### src/source/wts_pkg.sv
// --------------------
// Shared types of the wavetable mixer: sample, volume, frequency,
// wave index, channel and bank address words, mix word, the per-channel
// register struct and the CPU request struct
// --------------------

package wts_pkg;

	// Every wave holds this many samples
	localparam int WAVE_LEN = 32;

	typedef logic signed [7:0]	sample_t;
	typedef logic [3:0]			volume_t;
	typedef logic [11:0]		freq_t;
	typedef logic [4:0]			wave_index_t;
	typedef logic [2:0]			channel_id_t;

	// Wave region (channel id >> 1) followed by the wave index
	typedef logic [6:0]			bank_addr_t;

	typedef logic [11:0]		mix_t;

	// Output level for silence in offset binary
	localparam mix_t MIX_MID = 12'h800;

	typedef struct packed {
		volume_t	volume;
		logic		pan_left;
		logic		pan_right;
		freq_t		freq;
	} ch_reg_t;

	typedef struct packed {
		channel_id_t	ch;
		wave_index_t	addr;
		sample_t		data;
		logic			rd;
		logic			wr;
	} cpu_req_t;

endpackage

### src/source/wts_slot_sequencer.sv
// --------------------
// One-hot slot ring, bank address selection per slot and the
// channel register selection aligned to the bank read
// --------------------
`timescale 1ns/1ps

module wts_slot_sequencer #(
	parameter int NUM_CHANNELS = 6
) (
	input  logic									clk,
	input  logic									nreset,
	input  wts_pkg::ch_reg_t [NUM_CHANNELS-1:0]		ch_regs,
	input  wts_pkg::wave_index_t [NUM_CHANNELS-1:0]	wave_index,
	input  wts_pkg::bank_addr_t						cpu_addr,
	output logic [NUM_CHANNELS-1:0]					active,
	output wts_pkg::bank_addr_t [1:0]				bank_addr,
	output logic									bank_sel,
	output wts_pkg::volume_t						volume,
	output logic									pan_left,
	output logic									pan_right
);
	import wts_pkg::*;

	logic [NUM_CHANNELS-1:0]	ff_active;
	channel_id_t				w_cur_ch;
	ch_reg_t					w_cur_reg;
	bank_addr_t					w_ch_addr;
	logic						ff_bank_sel;
	volume_t					ff_volume;
	logic						ff_pan_left;
	logic						ff_pan_right;

	// --------------------
	// Slot ring
	// --------------------
	always_ff @(posedge clk) begin
		if (!nreset) begin
			ff_active <= {{(NUM_CHANNELS-1){1'b0}}, 1'b1};
		end else begin
			ff_active <= {ff_active[NUM_CHANNELS-2:0], ff_active[NUM_CHANNELS-1]};
		end
	end

	always_comb begin
		w_cur_ch = '0;
		for (int i = 0; i < NUM_CHANNELS; i++) begin
			if (ff_active[i]) begin
				w_cur_ch = channel_id_t'(i);
			end
		end
	end

	// --------------------
	// Bank addressing
	// --------------------
	assign w_cur_reg = ch_regs[w_cur_ch];
	assign w_ch_addr = {w_cur_ch[2:1], wave_index[w_cur_ch]};

	// The bank not read by the channel in this slot is lent to the CPU
	assign bank_addr[0] = w_cur_ch[0] ? cpu_addr : w_ch_addr;
	assign bank_addr[1] = w_cur_ch[0] ? w_ch_addr : cpu_addr;

	// Registered so they arrive with the bank read data
	always_ff @(posedge clk) begin
		if (!nreset) begin
			ff_bank_sel  <= 1'b0;
			ff_volume    <= '0;
			ff_pan_left  <= 1'b0;
			ff_pan_right <= 1'b0;
		end else begin
			ff_bank_sel  <= w_cur_ch[0];
			ff_volume    <= w_cur_reg.volume;
			ff_pan_left  <= w_cur_reg.pan_left;
			ff_pan_right <= w_cur_reg.pan_right;
		end
	end

	assign active    = ff_active;
	assign bank_sel  = ff_bank_sel;
	assign volume    = ff_volume;
	assign pan_left  = ff_pan_left;
	assign pan_right = ff_pan_right;

endmodule

### src/source/wts_oscillator.sv
// --------------------
// Per-channel oscillator with frequency down-counter and sample index
// --------------------
`timescale 1ns/1ps

module wts_oscillator (
	input  logic					clk,
	input  logic					nreset,
	input  logic					active,
	input  logic					key_on,
	input  wts_pkg::freq_t			freq,
	output wts_pkg::wave_index_t	wave_index
);
	import wts_pkg::*;

	freq_t			ff_count;
	wave_index_t	ff_index;

	// The index steps once every freq+1 visits of this channel's slot
	always_ff @(posedge clk) begin
		if (!nreset) begin
			ff_count <= '0;
			ff_index <= '0;
		end else if (key_on) begin
			ff_count <= freq;
			ff_index <= '0;
		end else if (active) begin
			if (ff_count == '0) begin
				ff_count <= freq;
				ff_index <= wave_index_t'((ff_index + 1) % WAVE_LEN);
			end else begin
				ff_count <= ff_count - 1'b1;
			end
		end
	end

	assign wave_index = ff_index;

endmodule

### src/source/wts_cpu_port.sv
// --------------------
// CPU access to the wave banks
// Latches a request, waits for a free bank slot, drives write enable
// and returns read data with a one-cycle valid
// --------------------
`timescale 1ns/1ps

module wts_cpu_port #(
	parameter int NUM_CHANNELS = 6
) (
	input  logic						clk,
	input  logic						nreset,
	input  wts_pkg::cpu_req_t			cpu,
	input  logic [NUM_CHANNELS-1:0]		active,
	input  wts_pkg::sample_t [1:0]		bank_q,
	output wts_pkg::bank_addr_t			cpu_addr,
	output logic [1:0]					bank_we,
	output wts_pkg::sample_t			bank_d,
	output wts_pkg::sample_t			sram_q,
	output logic						sram_q_en
);
	import wts_pkg::*;

	cpu_req_t	ff_req;
	logic		ff_pending;
	logic		ff_q_en;
	logic		w_odd_slot;
	logic		w_done;

	always_ff @(posedge clk) begin
		if (cpu.rd || cpu.wr) begin
			ff_req <= cpu;
		end
	end

	always_comb begin
		w_odd_slot = 1'b0;
		for (int i = 1; i < NUM_CHANNELS; i += 2) begin
			w_odd_slot = w_odd_slot | active[i];
		end
	end

	// Bank ch[0] is free whenever the slot parity differs from it
	assign w_done = ff_pending & (w_odd_slot ^ ff_req.ch[0]);

	always_ff @(posedge clk) begin
		if (!nreset) begin
			ff_pending <= 1'b0;
			ff_q_en    <= 1'b0;
		end else begin
			if (cpu.rd || cpu.wr) begin
				ff_pending <= 1'b1;
			end else if (w_done) begin
				ff_pending <= 1'b0;
			end
			ff_q_en <= w_done & ff_req.rd;
		end
	end

	assign cpu_addr   = {ff_req.ch[2:1], ff_req.addr};
	assign bank_d     = ff_req.data;
	assign bank_we[0] = w_done & ff_req.wr & ~ff_req.ch[0];
	assign bank_we[1] = w_done & ff_req.wr & ff_req.ch[0];

	// The request stays latched until the host issues the next one
	assign sram_q    = bank_q[ff_req.ch[0]];
	assign sram_q_en = ff_q_en;

endmodule

### src/source/wts_wave_bank.sv
// --------------------
// Synchronous wave memory for half of the channels
// --------------------
`timescale 1ns/1ps

module wts_wave_bank #(
	parameter int NUM_CHANNELS = 6
) (
	input  logic				clk,
	input  logic				we,
	input  wts_pkg::bank_addr_t	addr,
	input  wts_pkg::sample_t	d,
	output wts_pkg::sample_t	q
);
	import wts_pkg::*;

	localparam int DEPTH = NUM_CHANNELS / 2 * WAVE_LEN;

	sample_t	mem [DEPTH];
	bank_addr_t	ff_addr;

	always_ff @(posedge clk) begin
		if (we) begin
			mem[addr] <= d;
		end
		ff_addr <= addr;
	end

	assign q = mem[ff_addr];

endmodule

### src/source/wts_volume.sv
// --------------------
// Channel volume stage, signed sample times 4-bit volume
// --------------------
`timescale 1ns/1ps

module wts_volume (
	input  logic					clk,
	input  logic					nreset,
	input  wts_pkg::sample_t [1:0]	bank_q,
	input  logic					bank_sel,
	input  wts_pkg::volume_t		volume,
	output wts_pkg::sample_t		level
);
	import wts_pkg::*;

	sample_t			w_sample;
	logic signed [12:0]	w_product;
	sample_t			ff_level;

	assign w_sample  = bank_q[bank_sel];
	assign w_product = w_sample * $signed({1'b0, volume});

	// Volume 15 gives 15/16 of the sample, so the result fits a sample
	always_ff @(posedge clk) begin
		if (!nreset) begin
			ff_level <= '0;
		end else begin
			ff_level <= sample_t'(w_product >>> 4);
		end
	end

	assign level = ff_level;

endmodule

### src/source/wts_stereo_mixer.sv
// --------------------
// Stereo mixer with per-side gating, frame accumulation
// and offset-binary output registers
// --------------------
`timescale 1ns/1ps

module wts_stereo_mixer #(
	parameter int NUM_CHANNELS = 6
) (
	input  logic				clk,
	input  logic				nreset,
	input  wts_pkg::sample_t	level,
	input  logic				pan_left,
	input  logic				pan_right,
	input  logic				frame_end,
	output wts_pkg::mix_t		left_out,
	output wts_pkg::mix_t		right_out
);
	import wts_pkg::*;

	// Enough headroom for a full frame of samples
	localparam int ACC_W = $bits(sample_t) + $clog2(NUM_CHANNELS);
	localparam int EXT_W = $bits(mix_t) - ACC_W;

	logic				ff_pan_left;
	logic				ff_pan_right;
	logic [ACC_W-1:0]	w_level_ext;
	logic [ACC_W-1:0]	w_left_add;
	logic [ACC_W-1:0]	w_right_add;
	logic [ACC_W-1:0]	ff_left_acc;
	logic [ACC_W-1:0]	ff_right_acc;
	mix_t				ff_left_out;
	mix_t				ff_right_out;

	function automatic mix_t to_offset(input logic [ACC_W-1:0] acc);
		mix_t full;
		full = {{EXT_W{acc[ACC_W-1]}}, acc};
		return {~full[$bits(mix_t)-1], full[$bits(mix_t)-2:0]};
	endfunction

	// Pan bits trail the level by the volume stage
	always_ff @(posedge clk) begin
		if (!nreset) begin
			ff_pan_left  <= 1'b0;
			ff_pan_right <= 1'b0;
		end else begin
			ff_pan_left  <= pan_left;
			ff_pan_right <= pan_right;
		end
	end

	assign w_level_ext = {{(ACC_W-$bits(sample_t)){level[$bits(sample_t)-1]}}, level};
	assign w_left_add  = ff_pan_left ? w_level_ext : '0;
	assign w_right_add = ff_pan_right ? w_level_ext : '0;

	// --------------------
	// Frame accumulation
	// --------------------
	always_ff @(posedge clk) begin
		if (!nreset) begin
			ff_left_acc  <= '0;
			ff_right_acc <= '0;
			ff_left_out  <= MIX_MID;
			ff_right_out <= MIX_MID;
		end else if (frame_end) begin
			ff_left_acc  <= w_left_add;
			ff_right_acc <= w_right_add;
			ff_left_out  <= to_offset(ff_left_acc);
			ff_right_out <= to_offset(ff_right_acc);
		end else begin
			ff_left_acc  <= ff_left_acc + w_left_add;
			ff_right_acc <= ff_right_acc + w_right_add;
		end
	end

	assign left_out  = ff_left_out;
	assign right_out = ff_right_out;

endmodule

### src/source/wts_mixer_top.sv
// --------------------
// Top level of the six-channel wavetable mixer
// Slot sequencer, oscillators, CPU port, wave banks, volume and stereo mix
// --------------------
`timescale 1ns/1ps

module wts_mixer_top #(
	parameter int NUM_CHANNELS = 6
) (
	input  logic								clk,
	input  logic								nreset,
	input  wts_pkg::cpu_req_t					cpu,
	input  logic [NUM_CHANNELS-1:0]				key_on,
	input  wts_pkg::ch_reg_t [NUM_CHANNELS-1:0]	ch_regs,
	output wts_pkg::sample_t					sram_q,
	output logic								sram_q_en,
	output wts_pkg::mix_t						left_out,
	output wts_pkg::mix_t						right_out
);
	import wts_pkg::*;

	logic [NUM_CHANNELS-1:0]		w_active;
	wave_index_t [NUM_CHANNELS-1:0]	w_wave_index;
	bank_addr_t						w_cpu_addr;
	bank_addr_t [1:0]				w_bank_addr;
	logic [1:0]						w_bank_we;
	sample_t						w_bank_d;
	sample_t [1:0]					w_bank_q;
	logic							w_bank_sel;
	volume_t						w_volume;
	logic							w_pan_left;
	logic							w_pan_right;
	sample_t						w_level;

	wts_slot_sequencer #(
		.NUM_CHANNELS	(NUM_CHANNELS)
	) u_sequencer (
		.clk		(clk),
		.nreset		(nreset),
		.ch_regs	(ch_regs),
		.wave_index	(w_wave_index),
		.cpu_addr	(w_cpu_addr),
		.active		(w_active),
		.bank_addr	(w_bank_addr),
		.bank_sel	(w_bank_sel),
		.volume		(w_volume),
		.pan_left	(w_pan_left),
		.pan_right	(w_pan_right)
	);

	for (genvar i = 0; i < NUM_CHANNELS; i++) begin : g_osc
		wts_oscillator u_osc (
			.clk		(clk),
			.nreset		(nreset),
			.active		(w_active[i]),
			.key_on		(key_on[i]),
			.freq		(ch_regs[i].freq),
			.wave_index	(w_wave_index[i])
		);
	end

	wts_cpu_port #(
		.NUM_CHANNELS	(NUM_CHANNELS)
	) u_cpu_port (
		.clk		(clk),
		.nreset		(nreset),
		.cpu		(cpu),
		.active		(w_active),
		.bank_q		(w_bank_q),
		.cpu_addr	(w_cpu_addr),
		.bank_we	(w_bank_we),
		.bank_d		(w_bank_d),
		.sram_q		(sram_q),
		.sram_q_en	(sram_q_en)
	);

	// Bank 0 holds the even channels, bank 1 the odd ones
	for (genvar b = 0; b < 2; b++) begin : g_bank
		wts_wave_bank #(
			.NUM_CHANNELS	(NUM_CHANNELS)
		) u_bank (
			.clk	(clk),
			.we		(w_bank_we[b]),
			.addr	(w_bank_addr[b]),
			.d		(w_bank_d),
			.q		(w_bank_q[b])
		);
	end

	wts_volume u_volume (
		.clk		(clk),
		.nreset		(nreset),
		.bank_q		(w_bank_q),
		.bank_sel	(w_bank_sel),
		.volume		(w_volume),
		.level		(w_level)
	);

	// Channel 0 reaches the mixer two cycles after its slot
	wts_stereo_mixer #(
		.NUM_CHANNELS	(NUM_CHANNELS)
	) u_mixer (
		.clk		(clk),
		.nreset		(nreset),
		.level		(w_level),
		.pan_left	(w_pan_left),
		.pan_right	(w_pan_right),
		.frame_end	(w_active[2 % NUM_CHANNELS]),
		.left_out	(left_out),
		.right_out	(right_out)
	);

endmodule

### config.mk
export PLATFORM = sky130hd
export DESIGN_NAME = wts_mixer_top
export DESIGN_NICKNAME = d
export VERILOG_FILES = /design/src/source/wts_pkg.sv /design/src/source/wts_slot_sequencer.sv /design/src/source/wts_oscillator.sv /design/src/source/wts_cpu_port.sv /design/src/source/wts_wave_bank.sv /design/src/source/wts_volume.sv /design/src/source/wts_stereo_mixer.sv /design/src/source/wts_mixer_top.sv
export SDC_FILE = /design/constraint.sdc
export NUM_CORES = 2
export LEC_CHECK = 0
export ABC_CLOCK_PERIOD_IN_PS = 8380
export BUFFER_PORTS_ARGS = -buffer_cell sky130_fd_sc_hd__buf_2
export CAP_MARGIN = 40
export CELL_PAD_IN_SITES_DETAIL_PLACEMENT = 0
export CELL_PAD_IN_SITES_GLOBAL_PLACEMENT = 1
export CORE_AREA = 2 2 513 260
export CTS_BUF_LIST = sky130_fd_sc_hd__clkbuf_4
export DETAILED_ROUTE_END_ITERATION = 6
export DIE_AREA = 0 0 515 262
export PLACE_DENSITY_LB_ADDON = 0.1
export SLEW_MARGIN = 30
export SYNTH_ARGS = -nofsm -noshare
export SYNTH_HDL_FRONTEND = slang
export SYNTH_SLANG_ARGS = --single-unit
### constraint.sdc
create_clock -name clk -period 8.38 [get_ports clk]
set_clock_uncertainty 0.1 [all_clocks]
set_input_delay 0.419 -clock clk [delete_from_list [all_inputs] [get_ports clk]]
set_output_delay 0.419 -clock clk [all_outputs]
set_load 0.05 [all_outputs]
==> results_dict.tcl <==
set metrics [dict create \
    place.gp.congestion 0.860 \
    cpMostUsedCell "o21ai_0" \
    finalSetupViolations 0 \
    clock_sinks 1741 \
    cts_buffer_depth 4 \
    setup-tns-final_ns 0 \
    synth_cells 4176 \
    fin_util_pct 63.4 \
    hpwl_um 120000 \
    cts_tree "done" \
    cts_root_buf "clkbuf_4" \
    grt_usage_pct 28.3 \
    outcome "completed" \
    drt_iter0_drc 5531 \
    die_w_um 515 \
    synthArstFlopShare_pct 0 \
    ctsHtreeMaxLevel 5 \
    synth_warnings 0 \
    drt_pre_antenna_iters 6 \
    ys_types 71 \
    max-vdd-ir-drop_v 0.000141 \
    wire_per_inst_um 27.2 \
    syn_area_um2 71300 \
    drc_errors 0 \
    synthFlopType "edfxtp_1" \
    finalHoldViolCount 0 \
    grt_setup_unrepaired "false" \
    die_area_um2 135000 \
    vias 42300 \
    grt_start_max_net_pins 193 \
    power_w 0.0191 \
    path_cells "buf_12 > mux4_2 > mux4_2 > mux4_2 > o21ai_0 > o21ai_0 > and2_1 > ha_1 > fa_1 > inv_1 > fa_1 > inv_1 > ha_1 > a21oi_1 > nor2b_1 > o21ai_0 > nand2b_1 > a21o_1 > a2111o_1 > o21ai_0" \
    final_max_slew_viol_count 0 \
    syn2layout_area_growth_pct 16.2 \
    tightest_slew_ns 0.978 \
    drv_cap 0 \
    final_nets 5179 \
    final_common_cell "edfxtp_1" \
    cp-start-kind "register" \
    period_share_pct 80.5 \
    coreArea_um2 131000 \
    path_delay_family "multiplexers" \
    grt_pass1_wl_um 276000 \
    drtAntennaViolNets 0 \
    final_cell_mix "1,554 x edfxtp_1, 597 x clkbuf_4, 385 x nor2_1, 378 x mux4_2, 243 x dlygate4sd3_1" \
    gr-total-overflow 0 \
    clkTransAtPathRegs_ns 0.09 \
    drive_above_1_share_pct 27.4 \
    cpPeakStageDelay_ns 0.77 \
    ys_seq_area_share_pct 70.7 \
    synth_area_per_cell_um2 17.1 \
    wl_um 190000 \
    dieHeight_um 262 \
    required_ns 9.31 \
    worstSetupPathType "reg -> reg" \
    hold_path.class "in -> reg" \
    crit_path_top_delay_cell "dfxtp_4" \
    clk_latency_ns 1.21 \
    crit_buf_inv 3 \
    via_per_inst 6.06 \
    r2r_slack_ns 1.64 \
    p_leak_nw 27.9 \
    rows 94 \
    cts_made_buffers 384 \
    portBuffers 166 \
    synth_edf_count 1554 \
    antenna_found_initial 14 \
    powerDensity_nw_per_um2 231 \
    initial_core_util_pct 54.6 \
    slew_headroom_pct 34.8 \
    min_from "ch_regs[6]" \
    ys_ff_latch 1741 \
    cp.arrival_ns 7.67 \
    io_pins 167 \
    syn_nets 4384 \
    period_minus_slack_ns 6.74 \
    path_max_fanout 41 \
    grt_pass1_vias 40300 \
    crit_path_end_kind "register" \
    fmax_mhz 148 \
]
## layer usage
layer  routed length, µm  global-route usage [%]  vias up
met5                  41                       0        -
met1               90000                    46.9    21500
met4                2290                    5.55        6
li1                    -                       -    18300
met3               26500                    12.0      208
met2               71400                    33.7     2312
## worst reg2reg max path: cells and delay by family (launching register included)
kind,cells,cell delay [ns]
buffers and inverters,3,0.47
flip-flops,1,0.77
multiplexers,3,1.74
AO/OA/AOI/OAI,7,1.55
AND/OR/NAND/NOR,3,0.44
adder cells (fa/ha/maj),4,1.57
## metrics by stage
step	area, µm²	hold slack (ns)	worst slack [ns]	instances
after floorplan	71300	0.312	2.40	4176
final	82800	0.0931	1.64	6981
after global placement	74100	0.324	1.47	5926
after global routing	82800	0.0496	1.37	6980
after CTS	82300	0.0145	1.67	6916
after detailed placement	74900	0.327	1.71	6012
## registers in the layout, indices dropped and copies added, names as in the netlist, 3 cells and up, named ones only
name	cells
g_bank.u_bank.mem	1536
u_mixer.ff_left_acc	11
u_cpu_port.ff_req	3
u_mixer.left_out	12
u_cpu_port.cpu_addr	7
u_cpu_port.bank_d	8
u_sequencer.volume	4
g_osc.u_osc.ff_count	72
u_sequencer.active	6
u_mixer.right_out	12
u_volume.level	8
u_mixer.ff_right_acc	11
g_osc.u_osc.wave_index	30
## cell usage after synthesis, drive strengths merged (7+ instances only)
cell type,n,share of area (%)
xnor2,18,0.22
a211oi,23,0.24
mux2i,207,2.9
nor2b,20,0.18
a22oi,96,1.0
a311oi,7,0.086
and3,7,0.061
a31oi,14,0.12
a21boi,11,0.12
nand3,56,0.39
o22ai,9,0.079
edfxtp,1554,65
dfxtp,187,5.3
ha,57,1.0
o31ai,10,0.11
or3,15,0.13
nor3,50,0.35
xor2,23,0.28
nor2,415,2.2
o21ai,136,0.96
or2,19,0.17
inv,78,0.41
clkbuf,122,0.64
nor4,23,0.20
mux4,390,12
nand2b,20,0.18
fa,17,0.48
a21oi,146,1.0
o21a,12,0.13
nand2,209,1.1
and2,49,0.43
buf,96,0.76
nand4,17,0.15
## kinds of logic after synthesis
kind of cell,Yosys count,share of synthesized area [%]
AND/OR/NAND/NOR,920,5.77
adder cells (fa/ha/maj),74,1.48
XOR/XNOR,41,0.504
AO/OA/AOI/OAI,499,4.30
buffers and inverters,299,1.83
multiplexers,602,15.4
flip-flops,1741,70.7
## path summary, 6_finish.rpt
path,cells after the start,end
worst max-delay path,20,u_volume.level[7]
worst min-delay path,6,g_osc[0].u_osc.ff_count[6]
worst max register to register,20,u_volume.level[7]
worst min register to register,1,u_mixer.ff_pan_left
## where the power goes
part	internal [W]	leakage, nW	switching, W
Clock	0.00351	2.96	0.00333
Combinational	0.000997	9.38	0.00147
Sequential	0.00962	15.5	0.000155
## cell type report
cell class	instances	area (µm²)
clock inverters	95	748
inverters	81	307
flip-flops and latches	1741	50400
multi-input cells	2136	19700
fillers	9501	47800
well taps	1728	2160
repair buffers	627	5210
diodes	7	17.5
clock buffers	566	4250
## timing repair
item | in CTS | in global routing
buffers inserted | 0 | 0
hold endpoints to repair | 155 | 0
hold buffers | 243 | 0
resized for setup | 0 | 0
(Power assumes the default switching activity.)
